[src/rtl/core_cfg_pkg.sv]
// settings word layout, speed and wait-state encodings, clock-rate constants
package core_cfg_pkg;

	// cpu slow-down divisor where 0 runs at full speed
	typedef logic [4:0] speed_div_t;

	// 64-bit settings word as sent by the io controller
	// first member sits at the top and reset_req is bit 0
	typedef struct packed {
		logic [52:0] spare;
		logic        adlib_hide;
		logic        uart_is_com1;
		logic        joy_swap;
		logic        fake286;
		logic [1:0]  isa_wait_sel;
		logic [2:0]  speed_sel;
		logic        nmi_req;
		logic        reset_req;
	} settings_t;

	// serial port role selected by uart_is_com1
	localparam logic UART_SEL_COM1 = 1'b1;

	// divisor per speed_sel value with index 0 on the right
	// max, /2, /3, /4, /8, /16, /32, and 7 falls back to max
	localparam logic [7:0][4:0] SPEED_DIV = {
		5'd0, 5'd31, 5'd15, 5'd7, 5'd3, 5'd2, 5'd1, 5'd0
	};

	// isa bus wait counts of roughly 1, 2, 3 and 4 us at 50 MHz
	localparam logic [3:0][7:0] WAIT_STATES = {
		8'd200, 8'd166, 8'd100, 8'd50
	};

	// default core clock
	localparam int unsigned CPU_CLK_HZ = 50_000_000;

	// fm synth enable at 3.58 MHz out of 50 MHz
	localparam int unsigned OPL_INC = 358;
	localparam int unsigned OPL_MOD = 5000;

	// audio sample enable uses the core clock rate as modulus
	localparam int unsigned AUDIO_INC = 44100;

endpackage

[src/rtl/io_types_pkg.sv]
// packed structs for download bytes, firmware words, joystick inputs and cpu control
package io_types_pkg;

	// one byte of the firmware download
	typedef struct packed {
		logic        active;
		logic        wr;
		logic [24:0] addr;
		logic [7:0]  data;
	} ioctl_t;

	// one firmware word towards the cpu
	typedef struct packed {
		logic [13:0] addr;
		logic [15:0] din;
		logic        wr;
	} bios_xfer_t;

	// two pads whose analog words carry signed X in the high byte and Y in the low byte
	typedef struct packed {
		logic [15:0] analog0;
		logic [15:0] analog1;
		logic [7:0]  digital0;
		logic [7:0]  digital1;
	} joy_in_t;

	// static configuration and reset for the cpu system
	typedef struct packed {
		core_cfg_pkg::speed_div_t speed;
		logic [7:0]               waitstates;
		logic                     fake286;
		logic                     adlib_hide;
		logic                     core_reset;
	} cpu_ctrl_t;

endpackage

[src/rtl/settings_decoder.sv]
// settings word decode, core reset generation and serial routing
module settings_decoder (
	input  logic                    clk_cpu,
	input  logic                    arst_n_i,
	input  core_cfg_pkg::settings_t settings_i,
	input  logic                    button_reset_i,
	input  logic                    bios_loaded_i,
	input  logic                    uart_rx_i,
	input  logic                    com1_tx_i,
	input  logic                    mpu_tx_i,
	output io_types_pkg::cpu_ctrl_t ctrl_o,
	output logic                    uart_tx_o,
	output logic                    com1_rx_o,
	output logic                    mpu_rx_o
);
	import core_cfg_pkg::*;

	speed_div_t speed_q;
	logic [7:0] waitstates_q;
	logic       adlib_hide_q;
	logic [1:0] fake286_sync;
	logic       core_reset_q;
	logic       midi_sel;

	always_ff @(posedge clk_cpu or negedge arst_n_i) begin
		if (!arst_n_i) begin
			speed_q      <= '0;
			waitstates_q <= WAIT_STATES[0];
			adlib_hide_q <= 1'b0;
			fake286_sync <= '0;
			// hold the core in reset until the firmware is in
			core_reset_q <= 1'b1;
		end else begin
			speed_q      <= SPEED_DIV[settings_i.speed_sel];
			waitstates_q <= WAIT_STATES[settings_i.isa_wait_sel];
			adlib_hide_q <= settings_i.adlib_hide;
			// fake286 is read by the cpu at odd moments so it gets two stages
			fake286_sync <= {fake286_sync[0], settings_i.fake286};
			core_reset_q <= settings_i.reset_req | button_reset_i | ~bios_loaded_i;
		end
	end

	assign ctrl_o = '{
		speed:      speed_q,
		waitstates: waitstates_q,
		fake286:    fake286_sync[1],
		adlib_hide: adlib_hide_q,
		core_reset: core_reset_q
	};

	// one physical uart shared by com1 and the midi port
	assign midi_sel = (settings_i.uart_is_com1 != UART_SEL_COM1);

	// unused receiver idles high
	assign uart_tx_o = midi_sel ? mpu_tx_i : com1_tx_i;
	assign com1_rx_o = midi_sel ? 1'b1 : uart_rx_i;
	assign mpu_rx_o  = midi_sel ? uart_rx_i : 1'b1;

endmodule

[src/rtl/clock_enable_gen.sv]
// fractional accumulator producing a one-cycle clock enable
module clock_enable_gen #(
	parameter int unsigned INCREMENT = 1,
	parameter int unsigned MODULUS   = 2
) (
	input  logic clk_cpu,
	input  logic arst_n_i,
	output logic ce_o
);
	// accumulator never holds more than MODULUS + INCREMENT - 1
	localparam int ACC_W = $clog2(MODULUS + INCREMENT);
	localparam logic [ACC_W-1:0] INC_W = ACC_W'(INCREMENT);
	localparam logic [ACC_W-1:0] MOD_W = ACC_W'(MODULUS);

	logic [ACC_W-1:0] acc_q;
	logic [ACC_W-1:0] acc_next;

	assign acc_next = acc_q + INC_W;

	always_ff @(posedge clk_cpu or negedge arst_n_i) begin
		if (!arst_n_i) begin
			acc_q <= '0;
			ce_o  <= 1'b0;
		end else if (acc_next >= MOD_W) begin
			acc_q <= acc_next - MOD_W;
			ce_o  <= 1'b1;
		end else begin
			acc_q <= acc_next;
			ce_o  <= 1'b0;
		end
	end

endmodule

[src/rtl/bios_loader.sv]
// byte pairing, 64-word staging buffer and firmware word stream
module bios_loader (
	input  logic                     clk_cpu,
	input  logic                     arst_n_i,
	input  io_types_pkg::ioctl_t     ioctl_i,
	input  logic                     bios_req_i,
	output io_types_pkg::bios_xfer_t bios_o,
	output logic                     bios_loaded_o
);
	localparam int BUF_WORDS = 64;

	logic [15:0] word_buf [BUF_WORDS];
	logic [7:0]  low_byte;
	logic [15:0] din_q;
	logic [13:0] addr_q;
	logic        wr_q;
	logic        active_d;
	logic        req_d;
	logic        loaded_q;
	logic        byte_wr;
	logic        half_full;
	logic        pull;

	assign byte_wr = ioctl_i.active & ioctl_i.wr;
	// high byte of the last word in either 32-word half
	assign half_full = byte_wr & ioctl_i.addr[0] & (&ioctl_i.addr[5:1]);
	assign pull = ioctl_i.active & bios_req_i;

	// even address keeps the low byte and odd address writes the pair
	always_ff @(posedge clk_cpu) begin
		if (byte_wr) begin
			if (ioctl_i.addr[0]) begin
				word_buf[ioctl_i.addr[6:1]] <= {ioctl_i.data, low_byte};
			end else begin
				low_byte <= ioctl_i.data;
			end
		end
		if (pull) begin
			din_q <= word_buf[addr_q[5:0]];
		end
	end

	always_ff @(posedge clk_cpu or negedge arst_n_i) begin
		if (!arst_n_i) begin
			addr_q   <= '0;
			wr_q     <= 1'b0;
			active_d <= 1'b0;
			req_d    <= 1'b0;
			loaded_q <= 1'b0;
		end else begin
			active_d <= ioctl_i.active;
			req_d    <= bios_req_i;
			// new download starts the stream over
			if (ioctl_i.active & ~active_d) begin
				addr_q <= '0;
				wr_q   <= 1'b0;
			end
			if (active_d & ~ioctl_i.active) begin
				loaded_q <= 1'b1;
			end
			if (half_full) begin
				wr_q <= 1'b1;
			end
			// cpu drops its request once it has drained the half
			if (req_d & ~bios_req_i) begin
				wr_q <= 1'b0;
			end
			if (pull) begin
				addr_q <= addr_q + 14'd1;
			end
		end
	end

	assign bios_o = '{addr: addr_q, din: din_q, wr: wr_q};
	assign bios_loaded_o = loaded_q;

endmodule

[src/rtl/joystick_port.sv]
// analog axis one-shot timers and button inputs of the game port
module joystick_port (
	input  logic                     clk_cpu,
	input  logic                     arst_n_i,
	input  io_types_pkg::joy_in_t    joy_i,
	input  logic                     joy_swap_i,
	input  core_cfg_pkg::speed_div_t speed_i,
	input  logic                     joy_wr_i,
	output logic [7:0]               joy_o
);
	localparam logic [7:0] CNT_STOP = 8'hFF;

	logic [15:0]     pad0;
	logic [15:0]     pad1;
	logic [3:0]      btn_n;
	logic [3:0][7:0] axis_bias;
	logic [7:0]      joy_q;
	logic [7:0]      axis_cnt;
	logic [8:0]      pre_cnt;
	logic            pre_ce;

	assign pad0 = joy_swap_i ? joy_i.analog1 : joy_i.analog0;
	assign pad1 = joy_swap_i ? joy_i.analog0 : joy_i.analog1;

	// buttons are active low on the port
	assign btn_n = joy_swap_i ? ~{joy_i.digital1[5:4], joy_i.digital0[5:4]} :
		~{joy_i.digital0[5:4], joy_i.digital1[5:4]};

	// signed axis moved to 0..255 with centre at 128
	assign axis_bias[0] = {~pad1[15], pad1[14:8]};
	assign axis_bias[1] = {~pad1[7], pad1[6:0]};
	assign axis_bias[2] = {~pad0[15], pad0[14:8]};
	assign axis_bias[3] = {~pad0[7], pad0[6:0]};

	always_ff @(posedge clk_cpu or negedge arst_n_i) begin
		if (!arst_n_i) begin
			joy_q    <= 8'hFF;
			axis_cnt <= CNT_STOP;
			pre_cnt  <= '0;
			pre_ce   <= 1'b0;
		end else begin
			joy_q[7:4] <= btn_n;
			// prescaler period is (speed + 1) * 16
			pre_cnt <= pre_cnt + 9'd1;
			if (pre_cnt == {speed_i, 4'hF}) begin
				pre_cnt <= '0;
			end
			pre_ce <= (pre_cnt == '0);
			if (joy_wr_i) begin
				// write to the port fires all four one-shots
				joy_q[3:0] <= 4'hF;
				axis_cnt   <= '0;
				pre_cnt    <= 9'd1;
				pre_ce     <= 1'b0;
			end else if (axis_cnt != CNT_STOP) begin
				for (int i = 0; i < 4; i++) begin
					if (axis_cnt == axis_bias[i]) begin
						joy_q[i] <= 1'b0;
					end
				end
				if (pre_ce) begin
					axis_cnt <= axis_cnt + 8'd1;
				end
			end else begin
				joy_q[3:0] <= '0;
			end
		end
	end

	assign joy_o = joy_q;

endmodule

[src/rtl/nmi_stretcher.sv]
// rising-edge detect on the NMI request and long pulse generation
module nmi_stretcher #(
	parameter int unsigned NMI_PULSE_CYCLES = 16_777_215
) (
	input  logic clk_cpu,
	input  logic arst_n_i,
	input  logic nmi_req_i,
	output logic nmi_o
);
	localparam int CNT_W = $clog2(NMI_PULSE_CYCLES + 1);

	logic [CNT_W-1:0] pulse_cnt;
	logic             req_d;
	logic             req_rise;

	assign req_rise = nmi_req_i & ~req_d;

	always_ff @(posedge clk_cpu or negedge arst_n_i) begin
		if (!arst_n_i) begin
			pulse_cnt <= '0;
			req_d     <= 1'b0;
			nmi_o     <= 1'b0;
		end else begin
			req_d <= nmi_req_i;
			if (pulse_cnt == '0) begin
				nmi_o <= 1'b0;
				// new edges only count once the pulse is over
				if (req_rise) begin
					pulse_cnt <= CNT_W'(NMI_PULSE_CYCLES);
				end
			end else begin
				nmi_o     <= 1'b1;
				pulse_cnt <= pulse_cnt - CNT_W'(1);
			end
		end
	end

endmodule

[src/rtl/retro_glue_top.sv]
// top level of the board-side control logic of the retro pc core
module retro_glue_top #(
	parameter int unsigned CLK_HZ           = core_cfg_pkg::CPU_CLK_HZ,
	parameter int unsigned NMI_PULSE_CYCLES = 16_777_215
) (
	input  logic                     clk_cpu,
	input  logic                     arst_n_i,
	input  core_cfg_pkg::settings_t  settings_i,
	input  logic                     button_reset_i,
	input  io_types_pkg::ioctl_t     ioctl_i,
	input  logic                     bios_req_i,
	input  io_types_pkg::joy_in_t    joy_i,
	input  logic                     joy_wr_i,
	input  logic                     uart_rx_i,
	input  logic                     com1_tx_i,
	input  logic                     mpu_tx_i,
	output io_types_pkg::cpu_ctrl_t  ctrl_o,
	output io_types_pkg::bios_xfer_t bios_o,
	output logic [7:0]               joy_o,
	output logic                     opl_ce_o,
	output logic                     audio_ce_o,
	output logic                     nmi_o,
	output logic                     uart_tx_o,
	output logic                     com1_rx_o,
	output logic                     mpu_rx_o
);
	import core_cfg_pkg::*;

	logic bios_loaded;

	settings_decoder i_settings_decoder (
		.clk_cpu        (clk_cpu),
		.arst_n_i       (arst_n_i),
		.settings_i     (settings_i),
		.button_reset_i (button_reset_i),
		.bios_loaded_i  (bios_loaded),
		.uart_rx_i      (uart_rx_i),
		.com1_tx_i      (com1_tx_i),
		.mpu_tx_i       (mpu_tx_i),
		.ctrl_o         (ctrl_o),
		.uart_tx_o      (uart_tx_o),
		.com1_rx_o      (com1_rx_o),
		.mpu_rx_o       (mpu_rx_o)
	);

	bios_loader i_bios_loader (
		.clk_cpu       (clk_cpu),
		.arst_n_i      (arst_n_i),
		.ioctl_i       (ioctl_i),
		.bios_req_i    (bios_req_i),
		.bios_o        (bios_o),
		.bios_loaded_o (bios_loaded)
	);

	// axis timer runs at the decoded cpu speed
	joystick_port i_joystick_port (
		.clk_cpu    (clk_cpu),
		.arst_n_i   (arst_n_i),
		.joy_i      (joy_i),
		.joy_swap_i (settings_i.joy_swap),
		.speed_i    (ctrl_o.speed),
		.joy_wr_i   (joy_wr_i),
		.joy_o      (joy_o)
	);

	nmi_stretcher #(
		.NMI_PULSE_CYCLES (NMI_PULSE_CYCLES)
	) i_nmi_stretcher (
		.clk_cpu   (clk_cpu),
		.arst_n_i  (arst_n_i),
		.nmi_req_i (settings_i.nmi_req),
		.nmi_o     (nmi_o)
	);

	clock_enable_gen #(
		.INCREMENT (OPL_INC),
		.MODULUS   (OPL_MOD)
	) i_opl_ce (
		.clk_cpu  (clk_cpu),
		.arst_n_i (arst_n_i),
		.ce_o     (opl_ce_o)
	);

	clock_enable_gen #(
		.INCREMENT (AUDIO_INC),
		.MODULUS   (CLK_HZ)
	) i_audio_ce (
		.clk_cpu  (clk_cpu),
		.arst_n_i (arst_n_i),
		.ce_o     (audio_ce_o)
	);

endmodule

[config.mk]
export PLATFORM = sky130hd
export DESIGN_NAME = retro_glue_top
export DESIGN_NICKNAME = d
export VERILOG_FILES = /design/src/rtl/core_cfg_pkg.sv /design/src/rtl/io_types_pkg.sv /design/src/rtl/settings_decoder.sv /design/src/rtl/clock_enable_gen.sv /design/src/rtl/bios_loader.sv /design/src/rtl/joystick_port.sv /design/src/rtl/nmi_stretcher.sv /design/src/rtl/retro_glue_top.sv
export SDC_FILE = /design/constraint.sdc
export NUM_CORES = 1
export LEC_CHECK = 0
export BUFFER_PORTS_ARGS = -buffer_cell sky130_fd_sc_hd__buf_2
export CORE_ASPECT_RATIO = 1.25
export CORE_UTILIZATION = 45
export DETAILED_ROUTE_END_ITERATION = 10
export SYNTH_ARGS = -nofsm -noshare
export SYNTH_HDL_FRONTEND = slang
export SYNTH_SLANG_ARGS = --single-unit
[constraint.sdc]
create_clock -name clk_cpu -period 4.89 [get_ports clk_cpu]
set_input_delay 0.978 -clock clk_cpu [delete_from_list [all_inputs] [get_ports clk_cpu]]
set_output_delay 0.978 -clock clk_cpu [all_outputs]
set_load 0.005 [all_outputs]
## Word-level counts from Yosys, hierarchy flattened

Memory sizes are Yosys's and may differ from the RTL's. A register that Yosys moved wholly into a read port is not among the register bits.
Index checks and enable logic that the tools add are counted.

| word-level totals | value |
|---|---|
| RAM bits | 1,024 |
| input bits | 155 |
| word-level logic and storage cells | 116 |
| register bits | 131 |
| ROM bits | 40 |
| memories kept | 2 |
| output and inout bits | 61 |

| operators by class | value |
|---|---|
| bitwise logic cells | 22 |
| order comparisons | 3 |
| add/sub/neg operators | 8 |
| reduce and logical (&&, ||, !) cells | 10 |
| equal/unequal tests | 11 |
| multiplexer cells | 35 |

Memories:

| name | words | width | rd ports | clocked after Yosys merged registers in | wr ports | RTL line | RTL |
|---|---|---|---|---|---|---|---|
| i_bios_loader.word_buf | 64 | 16 | 1 | 1 | 1 | bios_loader.sv:12 | `logic [15:0] word_buf [BUF_WORDS];` |
| (no name shown) | 8 | 5 | 1 | 1 | 0 | settings_decoder.sv:34 | `speed_q <= SPEED_DIV[settings_i.speed_sel];` |

Operators by type and width:

| operator | number |
|---|---|
| 24-bit two-way mux | 2 |
| 8-bit equality test | 4 |
| 16-bit two-way mux | 2 |
| 8-bit two-way mux | 4 |
| 14-bit two-way mux | 2 |
| 26-bit by 16-bit adder with 26-bit output (second input constant) | 1 |
| 26-bit greater-or-equal comparator (second input constant) | 1 |
| 26-bit two-way mux | 1 |
| 26-bit subtractor (second input constant) | 1 |
| 24-bit logical NOT | 1 |
| 24-bit by 1-bit subtractor with 24-bit output (second input constant) | 1 |
| 9-bit two-way mux | 2 |
| 1-bit two-way mux | 17 |
| 8-bit binary-select mux with 2-bit select | 1 |
| 14-bit by 1-bit adder with 14-bit output (second input constant) | 1 |
| 13-bit by 9-bit adder with 13-bit output (second input constant) | 1 |
| 13-bit greater-or-equal comparator (second input constant) | 1 |
| 13-bit two-way mux | 1 |
| 13-bit subtractor (second input constant) | 1 |
| 4-bit two-way mux | 3 |
| 3-bit inequality test (second input constant) | 4 |
| 1-bit inverter | 10 |
| 9-bit by 1-bit adder with 9-bit output (second input constant) | 1 |
| 9-bit equality test | 1 |
| 13 further kinds | 25 |

## Longest topological paths before layout

Gate-level depths: netlist of the first run.

| depth | value |
|---|---|
| word-level depth | 6 |
| depth in mapped cells | 11 |

## Modules after synthesis

From an unflattened synthesis of the first run, not the netlist that was laid out.

| unflattened totals | value |
|---|---|
| cell total of the unflattened synthesis | 2,648 |
| area, all modules | 48,469.0 um^2 |

By module, submodules not included:

| module | area each (um^2) | times used | cells an instance |
|---|---|---|---|
| bios_loader | 41,262.1 | 1 | 1,937 |
| clock_enable_gen (i_audio_ce) | 2,068.2 | 1 | 211 |
| joystick_port | 1,951.9 | 1 | 197 |
| nmi_stretcher | 1,395.1 | 1 | 136 |
| clock_enable_gen (i_opl_ce) | 1,184.9 | 1 | 123 |
| settings_decoder | 606.8 | 1 | 44 |

## Worst setup path before layout of the first run

OpenSTA, ideal clock, no wires.

| timing path | value |
|---|---|
| path kind | input-to-reg |
| from | in ioctl_i[34] (netlist name) |
| to | mem i_bios_loader.word_buf[31][0] (enable) |
| cell stages on the path | 4 |
| data arrival time | 2,873 ps |
| data required time | 4,481 ps |
| slack | 1,608 ps |
| cell sequence | clkbuf_1 -> and4_1 -> nand3_1 -> nor3_1 |

| between the ends | value |
|---|---|
| word-level cells in the longest chain between the ends | 3 |

Ends and longest elaborated chain:

| element | RTL line | RTL |
|---|---|---|
| from (decl) | retro_glue_top.sv:10 | `input io_types_pkg::ioctl_t ioctl_i,` |
| 1-bit AND | bios_loader.sv:24 | `assign byte_wr = ioctl_i.active & ioctl_i.wr;` |
| 1-bit two-way mux | bios_loader.sv:31 | `if (byte_wr) begin` |
| 1-bit two-way mux (implied by the code) | bios_loader.sv:33 | `word_buf[ioctl_i.addr[6:1]] <= {ioctl_i.data, low_byte};` |
| to (decl) | bios_loader.sv:12 |  |

Every way passes these cells.

## Worst setup path in the final report of the first run

| timing path | value |
|---|---|
| from | reg i_audio_ce.acc_q[2] |
| to | reg i_audio_ce.acc_q[21] |

| between the ends | value |
|---|---|
| word-level cells in the longest chain between the ends | 3 |

Ends and longest elaborated chain:

| element | RTL line | RTL |
|---|---|---|
| from (decl) | clock_enable_gen.sv:15 | `logic [ACC_W-1:0] acc_q;` |
| from (signal assigned) | clock_enable_gen.sv:25 | `acc_q <= acc_next - MOD_W;` |
| from (signal assigned) | clock_enable_gen.sv:28 | `acc_q <= acc_next;` |
| 26-bit by 16-bit adder with 26-bit output * | clock_enable_gen.sv:18 | `assign acc_next = acc_q + INC_W;` |
| 26-bit subtractor or 26-bit greater-or-equal comparator (tied branches) | clock_enable_gen.sv:25, clock_enable_gen.sv:24 |  |
| 26-bit two-way mux * | clock_enable_gen.sv:24 | `end else if (acc_next >= MOD_W) begin` |

Every way passes the cells marked *; elsewhere a longest branch is shown, timed or not.
A chain may end at the register's enable or synchronous reset.

==> impl_metrics.py, run 1 <==
metrics = {
    "floorplanning": {
        "io_pins": 216,
        "fp.coreArea_um2": 104000,
        "rows": 132,
        "dieArea_um2": 106000,
        "start_util_pct": 45.6,
        "die_x_um": 292,
        "die_h_um": 365,
    },
    "placed_design": {
        "portBuffers": 131,
        "dp_hpwl_mm": 66.3,
        "gp_congestion": 0.821,
    },
    "worst_setup_path": {
        "r2r-end": "i_audio_ce.acc_q[21]",
        "worstPathMaxFanout": 17,
        "worstPathArrival_ns": 4.15,
        "critPathSlowestCell": "o22ai_4",
        "startpoint": "i_audio_ce.acc_q[2]",
        "slowest_delay_ns": 0.53,
        "critPathRequiredTime_ns": 5.48,
        "start_kind": "register",
        "reg2reg_depth": 9,
        "worstSetupEndpoint": "i_audio_ce.acc_q[21]",
        "r2r_slack_ns": 1.33,
        "r2r-start": "i_audio_ce.acc_q[2]",
        "end_kind": "register",
        "crit_type": "reg2reg",
        "worstPathCellList": "ha_1, nand3_1, a221o_1, a32o_1, a2111oi_4, a32oi_1, o22ai_4, nand2_1, o311ai_1",
    },
    "synthesis": {
        "yosysSeqAreaShare_pct": 73.1,
        "postSynthCellCount": 2500,
        "synth-async-reset-ratio_pct": 10.6,
        "synth_fp_nets": 2673,
        "synth.most_common_cell": "edfxtp_1",
        "avgSynthCellArea_um2": 18.9,
        "synthTopCellsByCount": "edfxtp_1 (1048), mux4_2 (288), nor2_1 (158), nand2_1 (125), dfrtp_1 (104)",
        "synthFlopType": "edfxtp_1",
        "ys_ff_latch": 1172,
        "synth.largest_area_cell": "edfxtp_1",
        "ys_warn_count": 0,
        "yosysUniqueCellTypes": 81,
        "synth_area_leaders": "edfxtp_1 (67%), mux4_2 (14%), dfrtp_1 (5.5%), mux2i_1 (1.6%), xnor2_1 (1.3%)",
        "synth_edf_count": 1048,
        "syn_area_um2": 47300,
        "synth_top_area_share_pct": 66.5,
    },
    "clock_network": {
        "htree_levels": 3,
        "numClockSinks": 1172,
        "postCtsHoldBufs": 0,
        "cts_setup_buffers": 0,
        "cts_resized": 0,
        "clk_latency_ns": 0.71,
        "cts_buffer_depth": 3,
        "cts_tree": "done",
        "root_buffer": "clkbuf_16",
        "clkTransAtPathRegs_ns": 0.06,
        "numCtsBuffers": 112,
    },
    "grt": {
        "grt_overflow": 0,
        "track_usage_pct": 21.3,
        "antenna_found_initial": 7,
        "grt_max_degree": 84,
        "grt_pass1_vias": 25625,
        "grt_pass1_wl_mm": 165,
    },
    "timing": {
        "min_period_ns": 3.56,
        "worstMarginPinSlew_ns": 1.29,
        "drv_slew": 0,
        "min_period_over_period_pct": 72.8,
        "relSlewSlack_pct": 14.2,
        "grt_setup_unrepaired": "false",
        "skew_ns": 0.0285,
        "setup_viol": 0,
        "max_freq_mhz": 281,
        "setup_tns_ns": 0,
        "finalHoldViolCount": 0,
    },
    "detailed_routing": {
        "first_iter_violations": 1879,
        "drc": 0,
        "viasPerCell": 5.86,
        "ant_nets": 0,
        "drt-wirelength-per-cell_um": 26.7,
        "route.vias.total": 24401,
        "wirelength_mm": 111,
        "drt_pass1_iterations": 7,
    },
    "power": {
        "power.total_mw": 22.5,
        "ir_worst_vdd_v": 0.000336,
        "powerDensity_nw_per_um2": 419,
        "leakage_nw": 17.7,
    },
    "final_layout": {
        "antenna-diode-count": 0,
        "area_growth_pct": 13.5,
        "final_nets": 2899,
        "drive_gt1_share_pct": 26.2,
    },
    "outcome": {
        "status": "finished, final reports clean",
    },
    "min_path": {
        "holdCritPathClass": "in2async",
    },
    "job": {
        "max_cap_violations": 0,
    },
}
==> how the worst min path moves through the flow <==
stage / slack (ns) / cells past startpoint / endpoint / from
2_1_floorplan: 0.33 / 0 / i_settings_decoder.fake286_sync[1] / i_settings_decoder.fake286_sync[0]
3_3_place_gp: 0.33 / 0 / i_settings_decoder.fake286_sync[1] / i_settings_decoder.fake286_sync[0]
3_5_place_dp: 0.35 / 0 / i_settings_decoder.fake286_sync[1] / i_settings_decoder.fake286_sync[0]
4_1_cts: 0.34 / 1 / i_settings_decoder.adlib_hide_q / settings_i[10]
5_1_grt: 0.35 / 1 / i_settings_decoder.fake286_sync[0] / settings_i[7]
6_report: 0.35 / 1 / i_joystick_port.pre_ce / arst_n_i
==> where the power goes <==
part           leakage, nW  total [mW]  internal, mW  switching [mW]
logic                 5.02        2.78          1.25            1.53
registers             10.9        11.2          11.1           0.195
clock network         1.73        8.49          4.78            3.71
==> kinds of logic after synthesis <==
kind of cell	share of synthesized area (%)
buffers and inverters	1.41
XOR/XNOR	1.98
AND/OR/NAND/NOR	4.51
other	0.00792
multiplexers	15.4
adder cells (fa/ha/maj)	0.476
AO/OA/AOI/OAI	3.09
flip-flops	73.1
==> worst max-delay path: cells and delay by family, from the launching register on <==
family	cells	cell delay (ns)
adder cells (fa/ha/maj)	1	0.30
AND/OR/NAND/NOR	2	0.34
flip-flops	1	0.45
AO/OA/AOI/OAI	6	2.36
==> sequential cells by signal, indices dropped and copies added (netlist names), 2 cells and up <==
| signal | cells |
|---|---|
| i_audio_ce.acc_q | 24 |
| i_bios_loader.addr_q | 14 |
| i_bios_loader.din_q | 16 |
| i_bios_loader.low_byte | 8 |
| i_bios_loader.word_buf | 1024 |
| i_joystick_port.axis_cnt | 8 |
| i_joystick_port.joy_o | 8 |
| i_joystick_port.pre_cnt | 9 |
| i_nmi_stretcher.pulse_cnt | 24 |
| i_opl_ce.acc_q | 12 |
| i_settings_decoder.fake286_sync | 2 |
| i_settings_decoder.speed_q | 5 |
| i_settings_decoder.waitstates_q | 7 |
==> layer usage <==
layer  track usage, %  up-vias  routed length, um
met5                0        -                 89
met1             26.8    12937              43000
met4             7.28       12               3090
met3             3.25      178               7080
met2             37.5      778              57700
li1                 -    10496                  -
==> area by class of cell <==
class,count,area [um^2]
Timing Repair Buffer,247,1680
Inverter,32,120
Multi-Input combinational cell,1161,12100
Clock inverter,68,613
Fill cell,8156,50200
Sequential cell,1172,34600
Clock buffer,143,2970
Tap cell,1340,1680
==> stage by stage <==
step	hold WS, ns	instance area (um^2)	cells	worst slack (ns)	utilization [%]
finish	0.353	53700	4163	1.33	51.7
global route	0.351	53700	4163	1.04	51.7
CTS	0.335	53700	4163	1.37	51.7
detailed placement	0.346	50100	3952	1.35	48.3
global placement	0.333	50100	3952	1.41	48.3
floorplan	0.331	47300	2500	1.61	-
==> cells in the final DEF (no fill, tap or decap), drive strengths merged, types with 35 or more instances in the layout <==
cell type and count:
edfxtp 1048, clkbuf 143, mux2i 78, inv 36, nand3 35, xor2 38, buf 247, clkinv 48
nand2 125, mux4 288, o21ai 59, nor2 158, xnor2 69, dfrtp 104
Power figures use the tool's default switching activity.
==> run 2, diff against run 1 <==
==> constraint.sdc (replaced) <==
create_clock -name clk_cpu -period 3.3 [get_ports clk_cpu]
set_input_delay 0.66 -clock clk_cpu [delete_from_list [all_inputs] [get_ports clk_cpu]]
set_output_delay 0.66 -clock clk_cpu [all_outputs]
set_load 0.005 [all_outputs]
==> run 2 against run 1 <==
Compared with the run above:
- combinational power rose by 54%
- final area rose by 1.9%
- flip-flop and latch count did not move
- first-iteration DRC count rose by 17%
- die area did not move
- hold slack got worse by 0.31 ns
- clock power rose by 53%
- count of clock-buffer cells in the layout rose by 7
- non-clock buffer count rose by 64
- routed wire length rose by 1.0%
==> impl_metrics.py, run 2 (same netlist as run 1, synthesis figures left out) <==
metrics = {
    "outcome": {
        "status": "finished, final reports clean",
    },
    "worst_setup_path": {
        "reg2reg_depth": 10,
        "worstPathArrival_ns": 3.71,
        "slowest_delay_ns": 0.52,
        "worstPathMaxFanout": 16,
        "critPathTopFamily": "compound AO/OA/AOI/OAI gates",
        "critPathSlowestCell": "a2111oi_4",
        "r2r_slack_ns": 0.16,
        "worstPathCellList": "nand3_1, a221o_1, a32o_1, a2111oi_4, a32oi_1, buf_4, o22ai_4, buf_12, a31oi_1, and3b_1",
        "startpoint": "i_audio_ce.acc_q[7]",
        "crit_type": "reg2reg",
        "path_buf_inv": 2,
        "r2r-start": "i_audio_ce.acc_q[7]",
        "critPathRequiredTime_ns": 3.87,
        "crit_cells": 10,
        "worstSetupEndpoint": "i_audio_ce.acc_q[10]",
        "end_kind": "register",
        "r2r-end": "i_audio_ce.acc_q[10]",
        "start_kind": "register",
    },
    "power": {
        "ir_worst_vdd_v": 0.000502,
        "p_comb_share_pct": 12.7,
        "powerDensity_nw_per_um2": 618,
        "p_seq_share_pct": 49.0,
        "p_int_mw": 25.8,
        "power_switching_mw": 8.07,
        "switching_share_pct": 23.8,
        "leakage_nw": 18.2,
        "pwr-share-clk_pct": 38.3,
    },
    "detailed_routing": {
        "first_iter_violations": 2205,
        "drt_pass1_iterations": 5,
        "wirelength_mm": 112,
        "drt-wirelength-per-cell_um": 26.5,
        "drc": 0,
        "viasPerCell": 5.86,
        "route.vias.total": 24780,
        "ant_nets": 0,
    },
    "timing": {
        "drv_slew": 0,
        "relSlewSlack_pct": 15.1,
        "setup_viol": 0,
        "min_period_over_period_pct": 95.1,
        "max_freq_mhz": 319,
        "min_period_ns": 3.14,
        "worstMarginPinSlew_ns": 1.27,
        "finalHoldViolCount": 0,
        "skew_ns": 0.0282,
        "fin_hold_ws_ns": 0.0463,
        "timing.final.ws_setup_ns": 0.162,
    },
    "floorplanning": {
        "rows": 132,
        "io_pins": 216,
        "fp.coreArea_um2": 104000,
        "start_util_pct": 45.6,
        "dieArea_um2": 106000,
        "die_x_um": 292,
        "die_h_um": 365,
    },
    "placed_design": {
        "post_dp_cell_area_um2": 51000,
        "dp_slack_ns": 0.253,
        "dp_hpwl_mm": 68.6,
        "portBuffers": 131,
        "gp_congestion": 0.819,
    },
    "final_layout": {
        "final_nets": 2964,
        "layout_common_cells": "edfxtp_1 (1048), mux4_2 (288), nor2_1 (158)",
        "fin_area_um2": 54800,
        "antenna-diode-count": 0,
        "largest_reg_flops": 1024,
        "area_growth_pct": 15.7,
        "layout_commonest_cell": "edfxtp_1",
        "nFillCells": 8118,
        "drive_gt1_share_pct": 28.1,
    },
    "grt": {
        "grt_pass1_vias": 26011,
        "grt_pass1_wl_mm": 167,
        "grt_overflow": 0,
        "track_usage_pct": 21.5,
        "grt_max_degree": 88,
        "antenna_found_initial": 7,
    },
    "clock_network": {
        "clkTransAtPathRegs_ns": 0.06,
        "clk_latency_ns": 0.71,
        "numClockSinks": 1172,
        "postCtsHoldBufs": 0,
        "cts_tree": "done",
        "numCtsBuffers": 113,
        "cts_buffer_depth": 3,
        "htree_levels": 3,
        "root_buffer": "clkbuf_16",
    },
    "min_path": {
        "holdCritPathClass": "in2async",
    },
    "job": {
        "max_cap_violations": 0,
    },
}
-- run 2: cell count changes in the layout (fill, tap and decap cells not counted), sizes merged --
cell / previous run / this run
inv: 36 / 38
bufinv: 9 / 12
clkbuf: 143 / 150
clkinvlp: 7 / 1
buf: 247 / 311
clkinv: 48 / 42
-- run 2: how the worst min path moves through the flow --
stage | start | endpoint | slack, ns | cells after the start
3_5_place_dp | i_settings_decoder.fake286_sync[0] | i_settings_decoder.fake286_sync[1] | 0.35 | 0
4_1_cts | settings_i[10] | i_settings_decoder.adlib_hide_q | 0.02 | 1
3_3_place_gp | i_settings_decoder.fake286_sync[0] | i_settings_decoder.fake286_sync[1] | 0.33 | 0
6_report | arst_n_i | i_settings_decoder.fake286_sync[0] | 0.05 | 1
2_1_floorplan | i_settings_decoder.fake286_sync[0] | i_settings_decoder.fake286_sync[1] | 0.33 | 0
5_1_grt | settings_i[10] | i_settings_decoder.adlib_hide_q | 0.04 | 1
-- run 2: what timing repair did --
| item | 4_1_cts | 5_1_grt |
|---|---|---|
| setup endpoints to repair | 0 | 2 |
| gates resized for setup | 0 | 1 |
| setup buffers | 0 | 1 |
-- run 2: power by group through the flow --
stage / Clock (mW) / Sequential [mW] / Combinational, mW
detailed placement: 0 / 16.9 / 4.37
finish: 13.0 / 16.6 / 4.29
global route: 13.8 / 16.6 / 4.57
global placement: 0 / 16.9 / 4.31
CTS: 13.2 / 16.6 / 4.38
floorplan: 0 / 16.8 / 2.72
-- run 2: worst register-to-register path, stage by stage, from the launching register on --
cell,delay [ns]
dfrtp_1,0.47
nand3_1,0.24
a221o_1,0.41
a32o_1,0.28
a2111oi_4,0.52
a32oi_1,0.23
buf_4,0.21
o22ai_4,0.16
buf_12,0.18
a31oi_1,0.10
and3b_1,0.21
-- run 2: per-layer routing --
layer / vias up / global-route usage, % / wire [um]
met5: - / 0 / 84
met4: 12 / 7.15 / 3160
met3: 194 / 3.17 / 6700
met2: 826 / 37.8 / 58200
met1: 13103 / 27.4 / 43900
li1: 10645 / - / -
-- run 2: stage by stage --
step / TNS (ns) / cells / power (mW) / utilization, %
after floorplan: 0 / 2500 / 19.6 / -
after global placement: 0 / 4015 / 21.2 / 49.1
after detailed placement: 0 / 4015 / 21.3 / 49.1
after CTS: 0 / 4226 / 34.2 / 52.7
after global routing: -0.0734 / 4227 / 34.9 / 52.7
final: 0 / 4227 / 33.8 / 52.7
-- run 2: layout make-up --
type                    instances  area [um^2]  share of cell area, %
repair buffers                311         2580                   4.70
well taps                    1340         1680                   3.06
flip-flops and latches       1172        34600                   63.2
clock buffers                 150         3060                   5.58
inverters                      32          120                  0.219
clock inverters                61          657                   1.20
multi-input cells            1161        12100                   22.0
